### src/design/dma_seq_pkg.sv
// ----------------------------------------------------------
// Shared types and constants for the DMA sequencer.
// Holds the descriptor and channel structs, the engine
// register map, the transfer opcodes and the element sizes.
// ----------------------------------------------------------
`default_nettype none

package dma_seq_pkg;

    // transfer kinds
    typedef enum logic [1:0] {
        bring_a,
        bring_b,
        bring_c,
        send_c
    } xfer_op_e;

    // engine register offsets
    typedef enum logic [5:0] {
        reg_control     = 6'h00,
        reg_irq_mask    = 6'h04,
        reg_irq_status  = 6'h0C,
        reg_reader_addr = 6'h10,
        reg_writer_addr = 6'h20,
        reg_btt         = 6'h30
    } dma_reg_e;

    // bytes per element of each operand
    localparam logic [31:0] a_bytes = 32'd1;
    localparam logic [31:0] b_bytes = 32'd1;
    localparam logic [31:0] c_bytes = 32'd4;

    // bit 0 reader, bit 1 writer
    localparam logic [1:0] irq_both = 2'd3;

    typedef struct packed {
        xfer_op_e    op;
        logic [31:0] dram_base;
        logic [15:0] ett;
        logic [15:0] y_step;
        logic [15:0] z_step;
        logic [15:0] y_lim;
        logic [15:0] z_lim;
    } xfer_desc_t;

    typedef struct packed {
        logic [31:0] dram_elem_off;
        logic [31:0] sram_off;
    } walk_pos_t;

    typedef struct packed {
        logic [31:0] btt;
        logic [31:0] reader_addr;
        logic [31:0] writer_addr;
    } chunk_addr_t;

    typedef struct packed {
        logic        valid;
        dma_reg_e    addr;
        logic [31:0] data;
    } wr_cmd_t;

    typedef struct packed {
        logic        awvalid;
        logic [31:0] awaddr;
        logic        wvalid;
        logic [31:0] wdata;
        logic [3:0]  wstrb;
        logic        bready;
    } axil_wr_req_t;

    typedef struct packed {
        logic awready;
        logic wready;
        logic bvalid;
    } axil_wr_rsp_t;

    // send_c moves psums, so it shares the C size
    function automatic logic [31:0] elem_bytes(xfer_op_e op);
        logic [31:0] size;
        case (op)
            bring_a: size = a_bytes;
            bring_b: size = b_bytes;
            default: size = c_bytes;
        endcase
        return size;
    endfunction

endpackage

`default_nettype wire

### src/design/dma_chunk_walker.sv
// ----------------------------------------------------------
// Two-level chunk walker. y is the inner level and z the
// outer one; tracks the DRAM element offset of the current
// chunk and the running byte offset into local SRAM.
// ----------------------------------------------------------
`timescale 1ns/1ps
`default_nettype none

module dma_chunk_walker (
    input  logic                    clk,
    input  logic                    rst,
    input  dma_seq_pkg::xfer_desc_t desc_q,
    input  logic                    walk_clear,
    input  logic                    walk_step,
    output dma_seq_pkg::walk_pos_t  pos,
    output logic                    last_chunk
);

    logic [15:0] y_idx;
    logic [15:0] z_idx;
    logic [31:0] y_off;
    logic [31:0] z_off;
    logic [31:0] sram_off_q;
    logic [31:0] chunk_bytes;

    assign chunk_bytes = {16'd0, desc_q.ett} * dma_seq_pkg::elem_bytes(desc_q.op);

    always_ff @(posedge clk) begin
        if (rst || walk_clear) begin
            y_idx      <= '0;
            z_idx      <= '0;
            y_off      <= '0;
            z_off      <= '0;
            sram_off_q <= '0;
        end else if (walk_step) begin
            if (y_idx == desc_q.y_lim) begin
                y_idx <= '0;
                y_off <= '0;
                if (z_idx == desc_q.z_lim) begin
                    z_idx      <= '0;
                    z_off      <= '0;
                    sram_off_q <= '0;
                end else begin
                    z_idx      <= z_idx + 16'd1;
                    z_off      <= z_off + {16'd0, desc_q.z_step};
                    sram_off_q <= sram_off_q + chunk_bytes;
                end
            end else begin
                y_idx      <= y_idx + 16'd1;
                y_off      <= y_off + {16'd0, desc_q.y_step};
                sram_off_q <= sram_off_q + chunk_bytes;
            end
        end
    end

    assign pos = '{dram_elem_off: y_off + z_off, sram_off: sram_off_q};

    assign last_chunk = (y_idx == desc_q.y_lim) && (z_idx == desc_q.z_lim);

endmodule

`default_nettype wire

### src/design/dma_addr_gen.sv
// ----------------------------------------------------------
// Registered address generator. Turns the descriptor and
// walker position into btt and the reader and writer
// addresses of the current chunk, one cycle later.
// ----------------------------------------------------------
`timescale 1ns/1ps
`default_nettype none

module dma_addr_gen #(
    parameter logic [31:0] sram_a_base = 32'h0001_0000,
    parameter logic [31:0] sram_b_base = 32'h0002_0000,
    parameter logic [31:0] sram_c_base = 32'h0003_0000
) (
    input  logic                     clk,
    input  dma_seq_pkg::xfer_desc_t  desc_q,
    input  dma_seq_pkg::walk_pos_t   pos,
    output dma_seq_pkg::chunk_addr_t addr
);

    logic [31:0] esize;
    logic [31:0] dram_addr;
    logic [31:0] sram_base;
    logic [31:0] sram_addr;

    assign esize     = dma_seq_pkg::elem_bytes(desc_q.op);
    assign dram_addr = desc_q.dram_base + pos.dram_elem_off * esize;

    // C window serves both directions
    always_comb begin
        case (desc_q.op)
            dma_seq_pkg::bring_a: sram_base = sram_a_base;
            dma_seq_pkg::bring_b: sram_base = sram_b_base;
            default:              sram_base = sram_c_base;
        endcase
    end

    assign sram_addr = sram_base + pos.sram_off;

    always_ff @(posedge clk) begin
        addr.btt <= {16'd0, desc_q.ett} * esize;
        if (desc_q.op == dma_seq_pkg::send_c) begin
            addr.reader_addr <= sram_addr;
            addr.writer_addr <= dram_addr;
        end else begin
            addr.reader_addr <= dram_addr;
            addr.writer_addr <= sram_addr;
        end
    end

endmodule

`default_nettype wire

### src/design/dma_reg_writer.sv
// ----------------------------------------------------------
// Single register write on the engine's AXI-Lite write
// channel. Takes a one-cycle command, runs address, data
// and response phases in turn, pulses wr_done on bvalid.
// ----------------------------------------------------------
`timescale 1ns/1ps
`default_nettype none

module dma_reg_writer (
    input  logic                      clk,
    input  logic                      rst,
    input  dma_seq_pkg::wr_cmd_t      wr_cmd,
    output dma_seq_pkg::axil_wr_req_t dma_wr,
    input  dma_seq_pkg::axil_wr_rsp_t dma_wr_rsp,
    output logic                      wr_done
);

    typedef enum logic [1:0] {
        w_idle,
        w_addr,
        w_data,
        w_resp
    } wr_state_e;

    wr_state_e             state_q;
    dma_seq_pkg::dma_reg_e addr_q;
    logic [31:0]           data_q;

    always_ff @(posedge clk) begin
        if (rst) begin
            state_q <= w_idle;
        end else begin
            case (state_q)
                w_idle: if (wr_cmd.valid) state_q <= w_addr;
                // data phase only after the address is taken
                w_addr: if (dma_wr_rsp.awready) state_q <= w_data;
                w_data: if (dma_wr_rsp.wready) state_q <= w_resp;
                w_resp: if (dma_wr_rsp.bvalid) state_q <= w_idle;
                default: state_q <= w_idle;
            endcase
        end
    end

    // address and data stay stable until the write retires
    always_ff @(posedge clk) begin
        if ((state_q == w_idle) && wr_cmd.valid) begin
            addr_q <= wr_cmd.addr;
            data_q <= wr_cmd.data;
        end
    end

    always_comb begin
        dma_wr.awvalid = (state_q == w_addr);
        dma_wr.awaddr  = {26'd0, addr_q};
        dma_wr.wvalid  = (state_q == w_data);
        dma_wr.wdata   = data_q;
        dma_wr.wstrb   = 4'hF;
        dma_wr.bready  = (state_q == w_resp);
    end

    assign wr_done = (state_q == w_resp) && dma_wr_rsp.bvalid;

endmodule

`default_nettype wire

### src/design/dma_ctrl_fsm.sv
// ----------------------------------------------------------
// Control FSM of the DMA sequencer. Latches a descriptor on
// start, writes the irq mask once, then per chunk programs
// btt, reader and writer address and control, waits for
// both engine irqs and clears them before stepping on.
// ----------------------------------------------------------
`timescale 1ns/1ps
`default_nettype none

module dma_ctrl_fsm (
    input  logic                     clk,
    input  logic                     rst,
    input  logic                     start,
    input  dma_seq_pkg::xfer_desc_t  desc,
    input  logic                     reader_irq,
    input  logic                     writer_irq,
    input  logic                     last_chunk,
    input  dma_seq_pkg::chunk_addr_t addr,
    input  logic                     wr_done,
    output dma_seq_pkg::wr_cmd_t     wr_cmd,
    output dma_seq_pkg::xfer_desc_t  desc_q,
    output logic                     walk_clear,
    output logic                     walk_step,
    output logic                     busy,
    output logic                     done
);

    typedef enum logic [3:0] {
        st_idle,
        st_settle,
        st_wr_mask,
        st_wr_btt,
        st_wr_reader,
        st_wr_writer,
        st_wr_ctrl,
        st_wait_rd_irq,
        st_wait_wr_irq,
        st_wr_clear,
        st_next
    } ctrl_state_e;

    ctrl_state_e state_q;
    logic        issued_q;
    logic        is_write;

    assign is_write = (state_q == st_wr_mask)   || (state_q == st_wr_btt)    ||
                      (state_q == st_wr_reader) || (state_q == st_wr_writer) ||
                      (state_q == st_wr_ctrl)   || (state_q == st_wr_clear);

    // one command per write state, in its first cycle
    always_comb begin
        wr_cmd.valid = is_write && !issued_q;
        wr_cmd.addr  = dma_seq_pkg::reg_control;
        wr_cmd.data  = {30'd0, dma_seq_pkg::irq_both};
        case (state_q)
            st_wr_mask:   wr_cmd.addr = dma_seq_pkg::reg_irq_mask;
            st_wr_btt: begin
                wr_cmd.addr = dma_seq_pkg::reg_btt;
                wr_cmd.data = addr.btt;
            end
            st_wr_reader: begin
                wr_cmd.addr = dma_seq_pkg::reg_reader_addr;
                wr_cmd.data = addr.reader_addr;
            end
            st_wr_writer: begin
                wr_cmd.addr = dma_seq_pkg::reg_writer_addr;
                wr_cmd.data = addr.writer_addr;
            end
            st_wr_clear:  wr_cmd.addr = dma_seq_pkg::reg_irq_status;
            default:      wr_cmd.addr = dma_seq_pkg::reg_control;
        endcase
    end

    assign busy      = (state_q != st_idle);
    assign done      = (state_q == st_next) && last_chunk;
    assign walk_step = (state_q == st_next) && !last_chunk;

    always_ff @(posedge clk) begin
        if (rst) begin
            state_q    <= st_idle;
            issued_q   <= 1'b0;
            walk_clear <= 1'b0;
        end else begin
            walk_clear <= 1'b0;
            if (is_write) begin
                if (wr_done) begin
                    issued_q <= 1'b0;
                end else if (!issued_q) begin
                    issued_q <= 1'b1;
                end
            end
            case (state_q)
                st_idle: begin
                    if (start) begin
                        walk_clear <= 1'b1;
                        state_q    <= st_wr_mask;
                    end
                end
                // walker and address pipeline catch up here
                st_settle:    state_q <= st_wr_btt;
                st_wr_mask:   if (wr_done) state_q <= st_wr_btt;
                st_wr_btt:    if (wr_done) state_q <= st_wr_reader;
                st_wr_reader: if (wr_done) state_q <= st_wr_writer;
                st_wr_writer: if (wr_done) state_q <= st_wr_ctrl;
                st_wr_ctrl:   if (wr_done) state_q <= st_wait_rd_irq;
                st_wait_rd_irq: if (reader_irq) state_q <= st_wait_wr_irq;
                st_wait_wr_irq: if (writer_irq) state_q <= st_wr_clear;
                st_wr_clear:  if (wr_done) state_q <= st_next;
                st_next:      state_q <= last_chunk ? st_idle : st_settle;
                default:      state_q <= st_idle;
            endcase
        end
    end

    // descriptor held for the whole transfer
    always_ff @(posedge clk) begin
        if ((state_q == st_idle) && start) begin
            desc_q <= desc;
        end
    end

endmodule

`default_nettype wire

### src/design/dma_seq_top.sv
// ----------------------------------------------------------
// DMA sequencer top level. Connects the control FSM, chunk
// walker, address generator and register writer, and sets
// the local SRAM windows in the engine's address map.
// ----------------------------------------------------------
`timescale 1ns/1ps
`default_nettype none

module dma_seq_top #(
    parameter logic [31:0] sram_a_base = 32'h0001_0000,
    parameter logic [31:0] sram_b_base = 32'h0002_0000,
    parameter logic [31:0] sram_c_base = 32'h0003_0000
) (
    input  logic                      clk,
    input  logic                      rst,
    input  logic                      start,
    input  dma_seq_pkg::xfer_desc_t   desc,
    input  logic                      reader_irq,
    input  logic                      writer_irq,
    output dma_seq_pkg::axil_wr_req_t dma_wr,
    input  dma_seq_pkg::axil_wr_rsp_t dma_wr_rsp,
    output logic                      busy,
    output logic                      done
);

    dma_seq_pkg::xfer_desc_t  desc_q;
    dma_seq_pkg::walk_pos_t   pos;
    dma_seq_pkg::chunk_addr_t addr;
    dma_seq_pkg::wr_cmd_t     wr_cmd;
    logic                     walk_clear;
    logic                     walk_step;
    logic                     last_chunk;
    logic                     wr_done;

    dma_ctrl_fsm u_ctrl (
        .clk        (clk),
        .rst        (rst),
        .start      (start),
        .desc       (desc),
        .reader_irq (reader_irq),
        .writer_irq (writer_irq),
        .last_chunk (last_chunk),
        .addr       (addr),
        .wr_done    (wr_done),
        .wr_cmd     (wr_cmd),
        .desc_q     (desc_q),
        .walk_clear (walk_clear),
        .walk_step  (walk_step),
        .busy       (busy),
        .done       (done)
    );

    dma_chunk_walker u_walker (
        .clk        (clk),
        .rst        (rst),
        .desc_q     (desc_q),
        .walk_clear (walk_clear),
        .walk_step  (walk_step),
        .pos        (pos),
        .last_chunk (last_chunk)
    );

    dma_addr_gen #(
        .sram_a_base (sram_a_base),
        .sram_b_base (sram_b_base),
        .sram_c_base (sram_c_base)
    ) u_addr_gen (
        .clk    (clk),
        .desc_q (desc_q),
        .pos    (pos),
        .addr   (addr)
    );

    dma_reg_writer u_writer (
        .clk        (clk),
        .rst        (rst),
        .wr_cmd     (wr_cmd),
        .dma_wr     (dma_wr),
        .dma_wr_rsp (dma_wr_rsp),
        .wr_done    (wr_done)
    );

endmodule

`default_nettype wire

### config.mk
export PLATFORM = sky130hd
export DESIGN_NAME = dma_seq_top
export DESIGN_NICKNAME = d
export VERILOG_FILES = /design/src/design/dma_seq_pkg.sv /design/src/design/dma_chunk_walker.sv /design/src/design/dma_addr_gen.sv /design/src/design/dma_reg_writer.sv /design/src/design/dma_ctrl_fsm.sv /design/src/design/dma_seq_top.sv
export SDC_FILE = /design/constraint.sdc
export NUM_CORES = 1
export LEC_CHECK = 0
export BUFFER_PORTS_ARGS = -buffer_cell sky130_fd_sc_hd__buf_2
export CAP_MARGIN = 20
export CORE_MARGIN = 2
export CORE_UTILIZATION = 47
export CTS_CLUSTER_DIAMETER = 50
export DETAILED_ROUTE_END_ITERATION = 8
export GPL_ROUTABILITY_DRIVEN = 1
export GPL_TIMING_DRIVEN = 0
export PLACE_DENSITY_LB_ADDON = 0.15
export SLEW_MARGIN = 40
export SYNTH_ARGS = -nofsm -noshare
export SYNTH_HDL_FRONTEND = slang
export SYNTH_HIERARCHICAL = 1
export SYNTH_SLANG_ARGS = --single-unit
### constraint.sdc
create_clock -name clk -period 4.8 [get_ports clk]
set_input_delay 1.2 -clock clk [delete_from_list [all_inputs] [get_ports clk]]
set_output_delay 1.2 -clock clk [all_outputs]
set_load 0.05 [all_outputs]
# Word level (Yosys, flattened, before mapping)
# Cells that the tools add are included.
# totals
register_bits,384
latch_bits,0
ramBits,0
rom_bits,0
in_bits,122
memories,0
# classes
add_sub_neg,8
multipliers,2
n_div,0
order_cmp,0
eq_ne,30
shifts,0
mux,29
bitwise,1
n_reduce_logical,24
# op_table
op,n
32-bit 2-to-1 mux,4
32-bit adder,3
32-bit case mux with 3 select lines,1
32-bit by 16-bit adder with 32-bit output,2
64-bit 2-to-1 mux,1
4-bit case mux with 11 select lines,1
4-bit 2-to-1 mux,9
18-bit case mux with 2 select lines,1
"16-bit by 1-bit adder with 16-bit output, second input constant",2
18-bit by 32-bit adder with 32-bit output,1
16-bit == test,2
32-bit by 3-bit multiplier with 32-bit output,1
16-bit 2-to-1 mux,2
6-bit case mux with 5 select lines,1
"2-bit by 1-bit inequality test with 1-bit output, second input constant",10
16-bit by 3-bit multiplier with 19-bit output,1
"4-bit by 3-bit == test with 1-bit output, second input constant",4
"4-bit == test, second input constant",3
9-bit AND reduction,1
"4-bit by 2-bit == test with 1-bit output, second input constant",2
2-bit 2-to-1 mux,4
2-bit case mux with 4 select lines,1
1-bit logical AND,7
"2-bit == test, second input constant",3
other kinds (14),27

# Longest topological paths before layout
# logic_depth
ltp_word,9
ltp_mapped,22
ltp_nobuf,21

# Cells and area by module
# The synthesis kept the hierarchy.
# modules_own_cells
module,n_inst,cells_per_inst,area_each_um2,seq_area_each_um2
dma_chunk_walker,1,1353,10677.7,2562.5
dma_addr_gen,1,781,6542.5,1661.6
dma_ctrl_fsm,1,288,4601.9,3543.4
dma_reg_writer,1,92,1601.5,1181.1

# Least setup slack after synthesis
# No wires, ideal clock.
# synth_timing
path_kind,reg2reg
start,register u_walker.y_off[0]
end,register u_addr_gen/addr[28] (netlist name)
setup_time_ns,0.133
t_arrival_ns,4.520
required_ns,4.667
path_slack_ns,0.147
path_stages_with_launch,23
n_path_buf,1
period_less_slack_ns,4.653
cell_sequence,dfxtp_1 -> ha_1 -> inv_1 -> fa_1 -> nand2b_1 -> a21oi_1 -> o2111ai_1 -> a21oi_1 -> a31oi_1 -> o21ai_0 -> xor2_1 -> mux2i_1 -> fa_1 -> inv_1 -> ha_1 -> clkbuf_1 -> a21oi_1 -> a21boi_0 -> a311oi_1 -> nor3_1 -> a211oi_1 -> xor2_1 -> mux2i_1
# synth_rtl
item,line,source
start: declaration,dma_chunk_walker.sv:21,logic [31:0] y_off;
start signal: assignment,dma_chunk_walker.sv:50,"y_off <= y_off + {16'd0, desc_q.y_step};"

==> results.toml <==
[status]
status = "finished, violations left"
violations = "negative setup slack"

[power_and_ir_drop]
ir_drop_v = 0.000312
p_leak_nw = 11.8
powerDensity_nw_per_um2 = 461

[sta]
maxSlewViolCount = 0
fin_ws_ps = -117
finalSetupViolations = 5
holdWs_ps = 485
min_period_ps = 4920
finalHoldViolations = 0
tightest_slew_ps = 884
setup_tns_ps = -311
skew_ps = 13.8
rsz0062_at_grt = "true"
max_slew_margin = 0.410
period_share = 1.02
fmax_mhz = 203

[die]
core_area_um2 = 49100
fp-row-count = 81
start_util = 0.478
die_h_um = 227
die_w_um = 227
die_area_um2 = 51600
io_pins = 195

[worst_setup_path]
cp.arrival_ps = 5380
reg2reg_slack_ps = -120
critPathRequiredTime_ps = 5260
r2r-end = "u_addr_gen/addr[63]"
startpoint_type = "register"
ff2ff_path_depth = 21
r2r_start = "u_walker/z_off[0]"
setup.worst_path.end_class = "register"
worstSetupPathType = "reg -> reg"
crit_fanout = 6

[synthesis]
yosysWarnings = 6
ys_seq_elements = 371
async_flop_share = 0
synth_cells = 2514
synth_area_um2 = 23400
ys_types = 97
synth-main-ff-cell = "dfxtp_1"
synth_edf_count = 152
seq_area_frac_synth = 0.382
synth.avg_cell_area_um2 = 9.32

[clock_tree]
cts-buffers-inserted = 48
cts_buffer_depth = 3
clk_pin_slew_ps = 60
cts_root_buffer = "clkbuf_16"
postCtsHoldBufs = 0
cts_tree = "done"
cts_num_sinks = 371
h-tree-depth = 2
worst_skew_pair.late_latency_ps = 570

[layout]
syn2layout_area_growth_pct = 21.2
finish.utilization = 0.579
final_cells = 3543
nets = 3162
final_area_um2 = 28400
layout_common_cells = "273 x nand2_1, 198 x dfxtp_1, 180 x buf_2, 173 x inv_1, 152 x edfxtp_1"
layout_commonest_cell = "nand2_1"
n_antenna_cell = 0
drive_gt1_frac = 0.206

[global_routing]
grt_max_degree = 48
grtUsageTotal = 0.242
grt_pass1_wl_um = 97900
antenna_found_initial = 0
grt-ovfl-total = 0
grt_pass1_vias = 18900

[min_path]
whs_endpoint = "u_addr_gen/addr[42]"
hold_start = "u_walker/sram_off_q[10]"
hold_class = "reg -> reg"
holdPathStages = 2

[place]
dpl_cell_area_um2 = 25500
port_buffers = 164
gp_congestion = 0.921
place_hpwl_um = 48600
dp_cells = 3435

[routing]
wl_met2_um = 31000
wl_per_cell_um = 17.8
avgViaCountPerCell = 5.41
met1_length_um = 27000
drc_errors = 0
firstDrtPassIters = 5
drt_iter0_drc = 1073
final_antenna_net_count = 0
routed_wl_um = 62900
vias = 19200
dr.max_layer_used = "met4"
wl_met3_um = 2910

[flow_run]
maxCapViolations = 0
## what timing repair did
action	in CTS	in global routing
pin swaps	39	59
endpoints found under the hold margin	0	0
resized for setup	119	124
setup endpoints to repair	59	34
setup buffers	15	22
## power breakdown
part | internal, mW | leakage (nW) | switching (mW)
clock network | 2.17 | 0.762 | 1.40
registers | 4.13 | 3.23 | 0.266
logic | 1.85 | 7.84 | 3.26
total | 8.15 | 11.8 | 4.93
## flip-flops by register name (all words and copies together) (netlist names)
register,count
u_walker/y_idx,16
u_ctrl/issued_q,1
u_writer/addr_q,6
u_addr_gen/addr,83
u_writer/data_q,32
u_walker/z_off,32
u_ctrl/desc_q,114
u_walker/y_off,32
u_walker/z_idx,16
u_ctrl/walk_clear,1
u_ctrl/state_q,4
u_walker/sram_off_q,32
u_writer/state_q,2
## cell families (layout without fill, tap and decap cells)
logic type,after synthesis,in the layout,synth area share
simple gates,767,767,0.160
compound gates,562,562,0.157
flops,371,371,0.382
buf+inv,315,591,0.0606
fa+ha+maj,198,198,0.121
xor+xnor,183,183,0.0684
mux,112,112,0.0492
other cells,6,95,0.000961
## critical path: stages (launching register included)
cell and delay (ps):
dfxtp_4 370, ha_4 150, inv_2 40, fa_2 350
nand2b_4 170, a21oi_4 180, o2111ai_4 250, buf_6 200
a211oi_4 300, nor2_2 90, xnor2_2 230, mux2i_2 140
fa_1 540, inv_2 50, ha_4 300, nand2_4 50
or4_4 550, nor2_4 160, a31oi_4 130, a21oi_2 210
nor3_2 70, o31a_1 280
## synthesized netlist by cell type (21+ instances only)
| cell type | number | area, um2 |
|---|---|---|
| a21oi_1 | 163 | 816 |
| o21a_1 | 24 | 180 |
| nor3_1 | 27 | 135 |
| nand4_1 | 42 | 263 |
| and3_1 | 29 | 181 |
| o21ai_0 | 105 | 526 |
| or3_1 | 21 | 131 |
| o21ai_1 | 34 | 170 |
| a21o_1 | 45 | 338 |
| mux2_2 | 26 | 293 |
| nand2b_1 | 25 | 156 |
| clkbuf_1 | 61 | 229 |
| xor2_1 | 83 | 727 |
| buf_4 | 48 | 360 |
| nor2b_1 | 29 | 181 |
| ha_1 | 149 | 1860 |
| dfxtp_1 | 219 | 4380 |
| mux2i_1 | 86 | 861 |
| edfxtp_1 | 152 | 4560 |
| nand3_1 | 75 | 375 |
| fa_1 | 49 | 981 |
| nand2_1 | 283 | 1060 |
| inv_1 | 177 | 664 |
| xnor2_1 | 100 | 876 |
| nor2_1 | 149 | 559 |
## worst max path at each step
stage | slack, ps | start | endpoint | cells after the start
after floorplan | 150 | u_walker/y_off[0] | u_addr_gen/addr[28] | 22
final | -120 | u_walker/z_off[0] | u_addr_gen/addr[63] | 21
after CTS | 0.2 | u_walker/z_off[13] | u_addr_gen/addr[31] | 19
after detailed placement | -1090 | u_walker/z_off[0] | u_addr_gen/addr[28] | 22
after global routing | -230 | u_walker/z_off[0] | u_addr_gen/addr[31] | 22
after global placement | -1390 | u_walker/y_idx[0] | u_walker/z_idx[15] | 13
## stage by stage
stage	setup slack (ps)	power (mW)
finish	-117	13.1
global route	-228	13.8
CTS	0.184	12.9
detailed placement	-1090	9.09
global placement	-1390	9.02
floorplan	147	7.91
## area by class of cell
class	instances	area, um2
Multi-Input combinational cell	1917	14400
Clock inverter	26	278
Inverter	178	668
Fill cell	4368	20700
Sequential cell	371	8990
Clock buffer	61	1320
Tap cell	664	831
Timing Repair Buffer	205	1180
Buffer	121	709
## per-layer routing
metal,track usage,vias to the layer above
li1,-,9451
met4,0.0879,0
met2,0.431,485
met1,0.297,9131
met3,0.0327,113
met5,0,-
(Power assumes the default switching activity.)
